===== config.mk =====
export PLATFORM = sky130hd
export DESIGN_NAME = ffe_top
export DESIGN_NICKNAME = d
export VERILOG_FILES = /design/src/ffe_pkg.sv /design/src/ffe_top.sv /design/src/ffe_lane.sv /design/src/ffe_tap_window.sv /design/src/ffe_coef_regs.sv
export VERILOG_INCLUDE_DIRS = /design/src /design/src/src
export SDC_FILE = /design/constraint.sdc
export NUM_CORES = 2
export LEC_CHECK = 0
export ABC_AREA = 1
export BUFFER_PORTS_ARGS = -buffer_cell sky130_fd_sc_hd__buf_2
export CAP_MARGIN = 40
export CORE_AREA = 2 2 491 493
export CTS_CLUSTER_SIZE = 14
export DETAILED_ROUTE_END_ITERATION = 6
export DIE_AREA = 0 0 493 495
export HOLD_SLACK_MARGIN = 0.08
export PLACE_DENSITY_LB_ADDON = 0.25
export SLEW_MARGIN = 20
export SYNTH_ARGS = -nofsm -noshare
export SYNTH_HDL_FRONTEND = slang
export SYNTH_SLANG_ARGS = --single-unit

===== constraint.sdc =====
create_clock -name clk -period 4.9 [get_ports clk]
set_clock_uncertainty 0.05 [all_clocks]
set_input_delay 0.49 -clock clk [delete_from_list [all_inputs] [get_ports clk]]
set_output_delay 0.49 -clock clk [all_outputs]
set_load 0.02 [all_outputs]

===== src/ffe_consts.svh =====
`ifndef FFE_CONSTS_SVH
`define FFE_CONSTS_SVH

// Lanes per clock word and taps per lane
`define FFE_WIDTH         4
`define FFE_LENGTH        3

// Signed datapath widths
`define FFE_CODE_BITS     8
`define FFE_WEIGHT_BITS   10
`define FFE_RESULT_BITS   10
`define FFE_SHIFT_BITS    4

// Two guard bits cover the sum of FFE_LENGTH full-scale products
`define FFE_ACC_BITS      (`FFE_CODE_BITS + `FFE_WEIGHT_BITS + 2)

// Index fields of a configuration write
`define FFE_TAP_IDX_BITS  2
`define FFE_LANE_IDX_BITS 2

`define FFE_KIND_WEIGHT   1'b0  // Write goes to one tap weight
`define FFE_KIND_SHIFT    1'b1  // Write goes to one lane shift

`endif

===== src/ffe_pkg.sv =====
`include "ffe_consts.svh"

package ffe_pkg;

   // Scalar quantities of the datapath
   typedef logic signed [`FFE_CODE_BITS-1:0]   code_t;
   typedef logic signed [`FFE_WEIGHT_BITS-1:0] weight_t;
   typedef logic signed [`FFE_RESULT_BITS-1:0] result_t;
   typedef logic        [`FFE_SHIFT_BITS-1:0]  shift_t;
   typedef logic signed [`FFE_ACC_BITS-1:0]    acc_t;

   typedef logic [`FFE_TAP_IDX_BITS-1:0]  tap_idx_t;
   typedef logic [`FFE_LANE_IDX_BITS-1:0] lane_idx_t;

   // One received word, code[0] is the oldest code of the word
   typedef struct packed {
      code_t [`FFE_WIDTH-1:0] code;
   } code_word_t;

   // One equalized word, same lane order as the codes
   typedef struct packed {
      result_t [`FFE_WIDTH-1:0] result;
   } result_word_t;

   // Index 0 is the current code, index i the code i places earlier
   typedef code_t [`FFE_LENGTH-1:0] window_t;
   typedef window_t [`FFE_WIDTH-1:0] window_bank_t;

   // Weights of one lane, and the whole table indexed [tap][lane]
   typedef weight_t [`FFE_LENGTH-1:0] tap_weights_t;
   typedef weight_t [`FFE_LENGTH-1:0][`FFE_WIDTH-1:0] weight_bank_t;

   typedef shift_t [`FFE_WIDTH-1:0] shift_bank_t;

   // Configuration write, value[FFE_SHIFT_BITS-1:0] carries a shift
   typedef struct packed {
      logic      kind;   // FFE_KIND_WEIGHT or FFE_KIND_SHIFT
      tap_idx_t  tap;
      lane_idx_t lane;
      weight_t   value;
   } coef_wr_t;

endpackage


===== src/ffe_top.sv =====
`timescale 1ns/1ps

`include "ffe_consts.svh"

// Parallel feed-forward equalizer.
// Every word of FFE_WIDTH codes comes out as FFE_WIDTH equalized results
// two cycles after the strobe that carried it.
module ffe_top (
   input  logic                   clk,
   input  logic                   reset,
   input  ffe_pkg::code_word_t    codes,
   input  logic                   codes_valid,
   input  ffe_pkg::coef_wr_t      coef_wr,
   input  logic                   coef_wr_valid,
   output ffe_pkg::result_word_t  results,
   output logic                   results_valid
);

   ffe_pkg::weight_bank_t  weights;
   ffe_pkg::shift_bank_t   shifts;
   ffe_pkg::window_bank_t  windows;

   // Bit 0 marks a word in stage 1, bit 1 a word in stage 2
   logic [1:0] valid_q;

   ffe_pkg::result_t lane_result [`FFE_WIDTH];

   ffe_coef_regs coef_regs_i (
      .clk           (clk),
      .reset         (reset),
      .coef_wr       (coef_wr),
      .coef_wr_valid (coef_wr_valid),
      .weights       (weights),
      .shifts        (shifts)
   );

   ffe_tap_window tap_window_i (
      .clk         (clk),
      .reset       (reset),
      .codes       (codes),
      .codes_valid (codes_valid),
      .windows     (windows)
   );

   // A new word may enter while the previous one is in stage 2
   always_ff @(posedge clk) begin
      if (reset) begin
         valid_q <= '0;
      end else begin
         valid_q <= {valid_q[0], codes_valid};
      end
   end

   assign results_valid = valid_q[1];

   for (genvar l = 0; l < `FFE_WIDTH; l++) begin : g_lane
      ffe_pkg::tap_weights_t lane_weights;

      // The table is stored [tap][lane], pick out this lane's column
      always_comb begin
         for (int t = 0; t < `FFE_LENGTH; t++) begin
            lane_weights[t] = weights[t][l];
         end
      end

      ffe_lane lane_i (
         .clk       (clk),
         .reset     (reset),
         .window    (windows[l]),
         .weights   (lane_weights),
         .shift     (shifts[l]),
         .in_valid  (codes_valid),
         .mid_valid (valid_q[0]),
         .result    (lane_result[l])
      );
   end

   always_comb begin
      for (int l = 0; l < `FFE_WIDTH; l++) begin
         results.result[l] = lane_result[l];  // Lane order matches the code order
      end
   end

endmodule


===== src/ffe_lane.sv =====
`timescale 1ns/1ps

`include "ffe_consts.svh"

// Two-stage equalizer datapath for a single lane.
// Stage 1 registers the tap products, stage 2 adds them up, applies the
// arithmetic right shift and clamps to the result range.
module ffe_lane (
   input  logic                   clk,
   input  logic                   reset,
   input  ffe_pkg::window_t       window,
   input  ffe_pkg::tap_weights_t  weights,
   input  ffe_pkg::shift_t        shift,
   input  logic                   in_valid,
   input  logic                   mid_valid,
   output ffe_pkg::result_t       result
);

   // Limits of result_t, sign extended to the accumulator width
   localparam ffe_pkg::acc_t RESULT_MAX =
      {{(`FFE_ACC_BITS - `FFE_RESULT_BITS + 1){1'b0}}, {(`FFE_RESULT_BITS - 1){1'b1}}};
   localparam ffe_pkg::acc_t RESULT_MIN =
      {{(`FFE_ACC_BITS - `FFE_RESULT_BITS + 1){1'b1}}, {(`FFE_RESULT_BITS - 1){1'b0}}};

   ffe_pkg::acc_t products [`FFE_LENGTH];  // Stage 1 registers

   ffe_pkg::acc_t sum;
   ffe_pkg::acc_t shifted;
   ffe_pkg::result_t clamped;

   // Both operands are widened before the multiply so the product keeps its sign
   always_ff @(posedge clk) begin
      if (in_valid) begin
         for (int t = 0; t < `FFE_LENGTH; t++) begin
            products[t] <= ffe_pkg::acc_t'(window[t]) * ffe_pkg::acc_t'(weights[t]);
         end
      end
   end

   always_comb begin
      sum = '0;
      for (int t = 0; t < `FFE_LENGTH; t++) begin
         sum = sum + products[t];
      end
   end

   // Signed operand, so >>> fills with the sign bit
   always_comb begin
      shifted = sum >>> shift;
   end

   always_comb begin
      if (shifted > RESULT_MAX) begin
         clamped = RESULT_MAX[`FFE_RESULT_BITS-1:0];  // Positive limit
      end else if (shifted < RESULT_MIN) begin
         clamped = RESULT_MIN[`FFE_RESULT_BITS-1:0];  // Negative limit
      end else begin
         clamped = shifted[`FFE_RESULT_BITS-1:0];
      end
   end

   // Stage 2, the result holds between words
   always_ff @(posedge clk) begin
      if (reset) begin
         result <= '0;
      end else if (mid_valid) begin
         result <= clamped;
      end
   end

endmodule


===== src/ffe_tap_window.sv =====
`timescale 1ns/1ps

`include "ffe_consts.svh"

// Builds the tap window of every lane from the incoming word and the
// tail of the previous words. The windows are combinational, only the
// history is registered.
module ffe_tap_window (
   input  logic                   clk,
   input  logic                   reset,
   input  ffe_pkg::code_word_t    codes,
   input  logic                   codes_valid,
   output ffe_pkg::window_bank_t  windows
);

   localparam int HIST_LEN   = `FFE_LENGTH - 1;
   localparam int STREAM_LEN = `FFE_WIDTH + HIST_LEN;

   // Last HIST_LEN codes of the serial stream, hist[HIST_LEN-1] is the newest
   ffe_pkg::code_t [HIST_LEN-1:0] hist;

   // History followed by the new word, oldest code at index 0
   ffe_pkg::code_t [STREAM_LEN-1:0] stream;

   always_comb begin
      stream[HIST_LEN-1:0] = hist;
      stream[STREAM_LEN-1:HIST_LEN] = codes.code;
   end

   // Lane l sits at stream position HIST_LEN+l and looks back from there
   always_comb begin
      for (int l = 0; l < `FFE_WIDTH; l++) begin
         for (int t = 0; t < `FFE_LENGTH; t++) begin
            windows[l][t] = stream[HIST_LEN + l - t];
         end
      end
   end

   // Keep the newest codes of the word for the next one
   // This assumes HIST_LEN does not exceed FFE_WIDTH
   always_ff @(posedge clk) begin
      if (reset) begin
         hist <= '0;
      end else if (codes_valid) begin
         hist <= stream[STREAM_LEN-1:`FFE_WIDTH];
      end
   end

endmodule


===== src/ffe_coef_regs.sv =====
`timescale 1ns/1ps

`include "ffe_consts.svh"

// Holds every tap weight and every lane shift until it is written again.
// A write lands on the edge that samples the strobe, so the next word
// already sees the new value.
module ffe_coef_regs (
   input  logic                   clk,
   input  logic                   reset,
   input  ffe_pkg::coef_wr_t      coef_wr,
   input  logic                   coef_wr_valid,
   output ffe_pkg::weight_bank_t  weights,
   output ffe_pkg::shift_bank_t   shifts
);

   logic tap_in_range;
   logic wr_weight;
   logic wr_shift;

   // Decode one strobe into at most one register update
   always_comb begin
      tap_in_range = (coef_wr.tap < `FFE_LENGTH);
      wr_shift = coef_wr_valid && (coef_wr.kind == `FFE_KIND_SHIFT);
      wr_weight = coef_wr_valid && (coef_wr.kind == `FFE_KIND_WEIGHT) && tap_in_range;
   end

   // Weight table, indexed [tap][lane]
   always_ff @(posedge clk) begin
      if (reset) begin
         weights <= '0;
      end else if (wr_weight) begin
         weights[coef_wr.tap][coef_wr.lane] <= coef_wr.value;
      end
   end

   // The tap field plays no part in a shift write
   always_ff @(posedge clk) begin
      if (reset) begin
         shifts <= '0;
      end else if (wr_shift) begin
         shifts[coef_wr.lane] <= coef_wr.value[`FFE_SHIFT_BITS-1:0];  // Upper value bits dropped
      end
   end

endmodule


==> metrics.md <==
| Metric | Value |
|---|---|
| Pleak | `36.67 nW` |
| Status | `complete, but fails checks` |
| Pre-CTS setup slack | `-0.3551 ns` |
| Critical Path Max Stage Delay | `0.49 ns` |
| CP Data Required Time | `5.26 ns` |
| Critical-path cell list | `inv_2 -> or2_2 -> fa_1 -> fa_1 -> inv_1 -> fa_1 -> inv_1 -> fa_1 -> inv_2 -> ha_4 -> nand2_1 -> nor2_2 -> a211oi_2 -> o21ai_2 -> a21oi_2 -> o21bai_1 -> a21oi_1 -> o21bai_1 -> nand2_1 -> a21oi_2 -> nor2_2 -> xor2_1` |
| Via-per-instance ratio | `4.163` |
| Fin. Hold Viols | `0` |
| Slew headroom | `46.83%` |
| Instance count of the mapped netlist | `7631` |
| Ys flop type | `edfxtp_1` |
| Clock transition at path regs | `0.06 ns` |
| Deepest clock path buffer count | `3` |
| Fmax | `212.0 MHz` |
| Unrepaired setup endpoints after global routing | `yes` |
| Chip height | `495 um` |
| Gr usage total | `13.72%` |
| Peak VDD IR | `0.2913 mV` |
| Final TNS setup | `0 ns` |
| Routed WL per cell | `14.84 um` |
| Yosys cell types | `48` |
| Boundary pin count | `92` |
| Critical-path top delay cell | `fa_1` |
| Initial Utilization | `24.84%` |
| Min-Delay Path Class | `input pin to flop` |
| Synth warn | `0` |
| Vias in the first global route | `47436` |
| Crit path max fanout | `4` |
| Share of cells above drive strength 1 | `11.00%` |
| DRT Pass-1 Iters | `7` |
| Syn Area/Cell | `7.786 um2` |
| Clock root buffer | `clkbuf_16` |
| Endpoints failing setup | `0` |
| 1st-iter DRT viols | `2574` |
| Sequential area share after synthesis | `17.45%` |
| Overall power | `15.59 mW` |
| Routed Antenna Nets | `0` |
| DR DRC count | `8` |
| Buf+Inv Stages, Crit Path | `4` |
| DIE WIDTH | `493 um` |
| Filler cell count | `25986` |
| TritonCTS clock tree | `built` |
| Largest net degree at the start of global routing | `106` |
| Die area | `244000 um2` |
| #FFs+latches synth | `410` |
| Final clock period utilization by the worst path | `96.27%` |
| Post-synth ARST share | `0%` |
| First-pass GRT wire length | `266.5 mm` |
| Via count | `46397` |
| Cts bufs inserted | `57` |
| Worst setup SP type | `flop` |
| Mapped Area | `59420 um2` |
| Power per cell area | `227.1 nW/um2` |
| Port Buf Inserts | `91` |
| Grt ovf | `0` |
| Skew-Pair Late Insertion Delay | `0.68 ns` |
| H-tree level count | `2` |
| Failing checks | `DRC` |
| Hpwl dp | `137.8 mm` |
| Most frequent cells in the layout | `inv_1, nand2_1, fa_1` |
| Max-cap viol count | `0` |
| Leading cell type in the layout, fill and taps excluded | `inv_1` |
| Floorplan core area | `239200 um2` |
| Crit path max-delay family | `adder cells` |
| Routed wire length | `165.4 mm` |
| Worst setup EP type | `flop` |
| Top cell by count, worst path | `fa_1` |
| Synth-to-Final Area Change | `15.50%` |
| CP arrival | `5.07 ns` |
| Initial antenna violation count | `16` |
| Row cnt | `180` |
| Kind of critical path | `flop to flop` |
| Post-synth EDFFs | `216` |
| Minimum clock period | `4.717 ns` |
| Synth Net Count | `9030` |
| Clock Sinks | `410` |
| GP Congestion | `0.8592` |
| Worst-margin pin slew | `0.7965 ns` |
| Final nets | `9308` |
| Max Slew Vio Count | `0` |
| Fin worst setup slack | `0.1829 ns` |
synthesized netlist by cell type, types with 9 or more instances:
| master | number | area, um2 |
|---|---|---|
| a21o_1 | 10 | 75.07 |
| a21oi_1 | 297 | 1486 |
| a21oi_2 | 12 | 105.1 |
| a31oi_1 | 15 | 93.84 |
| buf_2 | 17 | 85.08 |
| clkbuf_1 | 303 | 1137 |
| clkinv_1 | 11 | 41.29 |
| dfxtp_1 | 194 | 3884 |
| edfxtp_1 | 216 | 6486 |
| fa_1 | 880 | 17620 |
| ha_1 | 468 | 5856 |
| inv_1 | 2038 | 7650 |
| nand2_1 | 1584 | 5946 |
| nand2_2 | 36 | 225.2 |
| nand3_1 | 343 | 1717 |
| nand3_2 | 19 | 190.2 |
| nand3b_1 | 10 | 75.07 |
| nor2_1 | 369 | 1385 |
| nor3_1 | 16 | 80.08 |
| o211ai_1 | 20 | 150.1 |
| o21ai_0 | 355 | 1777 |
| o21bai_1 | 17 | 127.6 |
| o22ai_1 | 9 | 56.30 |
| or2_2 | 70 | 437.9 |
| xnor2_1 | 101 | 884.6 |
| xor2_1 | 150 | 1314 |
sequential cells by signal, indices dropped and copies added (netlist names):
signal and cells:
tap_window_i.windows 16, g_lane.lane_i.result 40, coef_regs_i.shifts 16, coef_regs_i.weights 120
valid_q 2, g_lane.lane_i.products 216
metrics by stage:
stage | cell area (um2) | hold WS (ns) | instances | util [%]
finish | 68620 | 0.1739 | 11144 | 28.69
global route | 68620 | 0.1456 | 11143 | 28.69
CTS | 68300 | 0.1135 | 11134 | 28.55
detailed placement | 66260 | 0.4114 | 11025 | 27.70
global placement | 66110 | 0.4066 | 11017 | 27.64
floorplan | 59490 | 0.4109 | 7631 | -
metal layers:
metal  part of all wire (%)  track usage, %  vias up  wire [um]
met3                    3.2           1.157      144       5284
li1                       -               -    23161          -
met4                    2.0           2.756       10       3312
met5                  0.041               0        -         68
met2                     48           23.44      672      79480
met1                     47           18.88    22410      77210
logic make-up after synthesis:
family          after synthesis  share of synthesized area [%]
fa+ha+maj                  1348                          39.50
mux                           3                        0.05054
xor+xnor                    251                          3.700
flops                       410                          17.45
buf+inv                    2382                          15.09
simple gates               2475                          17.28
compound gates              762                          6.918
path summary, 6_finish.rpt:
kind                                          startpoint                               end  slack, ns  cells past startpoint
worst max-delay path            tap_window_i.windows[15]  g_lane[0].lane_i.products[0][36]       0.18                     22
worst max register to register  tap_window_i.windows[15]  g_lane[0].lane_i.products[0][36]       0.18                     22
worst min register to register   coef_regs_i.weights[80]           coef_regs_i.weights[80]       0.42                      2
worst min-delay path                          coef_wr[6]           coef_regs_i.weights[56]       0.17                      3
area by class of cell:
type	instances	area [um2]	area share [%]
multi-input cells	4839	40300	58.73
diodes	1	2.502	0.003647
flip-flops and latches	410	10430	15.19
clock inverters	32	421.7	0.6144
inverters	2054	7712	11.24
clock buffers	76	1608	2.343
well taps	3185	3985	5.807
repair buffers	547	4169	6.075
power breakdown:
part           switching (mW)  total [mW]  internal [mW]
Combinational            4.55        6.97           2.42
Sequential              0.173        4.07           3.90
Clock                    1.80        4.54           2.74
Total                    6.52        15.6           9.06
worst min-delay path: stages:
cell and delay, ns:
buf_2 0.18, nor2_1 0.13, nor2_1 0.05
repair_timing:
| action | CTS | global route |
|---|---|---|
| setup buffers | 0 | 6 |
| hold buffers | 1 | 0 |
| endpoints found under the hold margin | 1 | 0 |
| pin swaps | 0 | 24 |
| gates resized for setup | 1 | 91 |
| setup endpoints to repair | 1 | 32 |
Note: power is estimated with default switching activity, not from simulation.
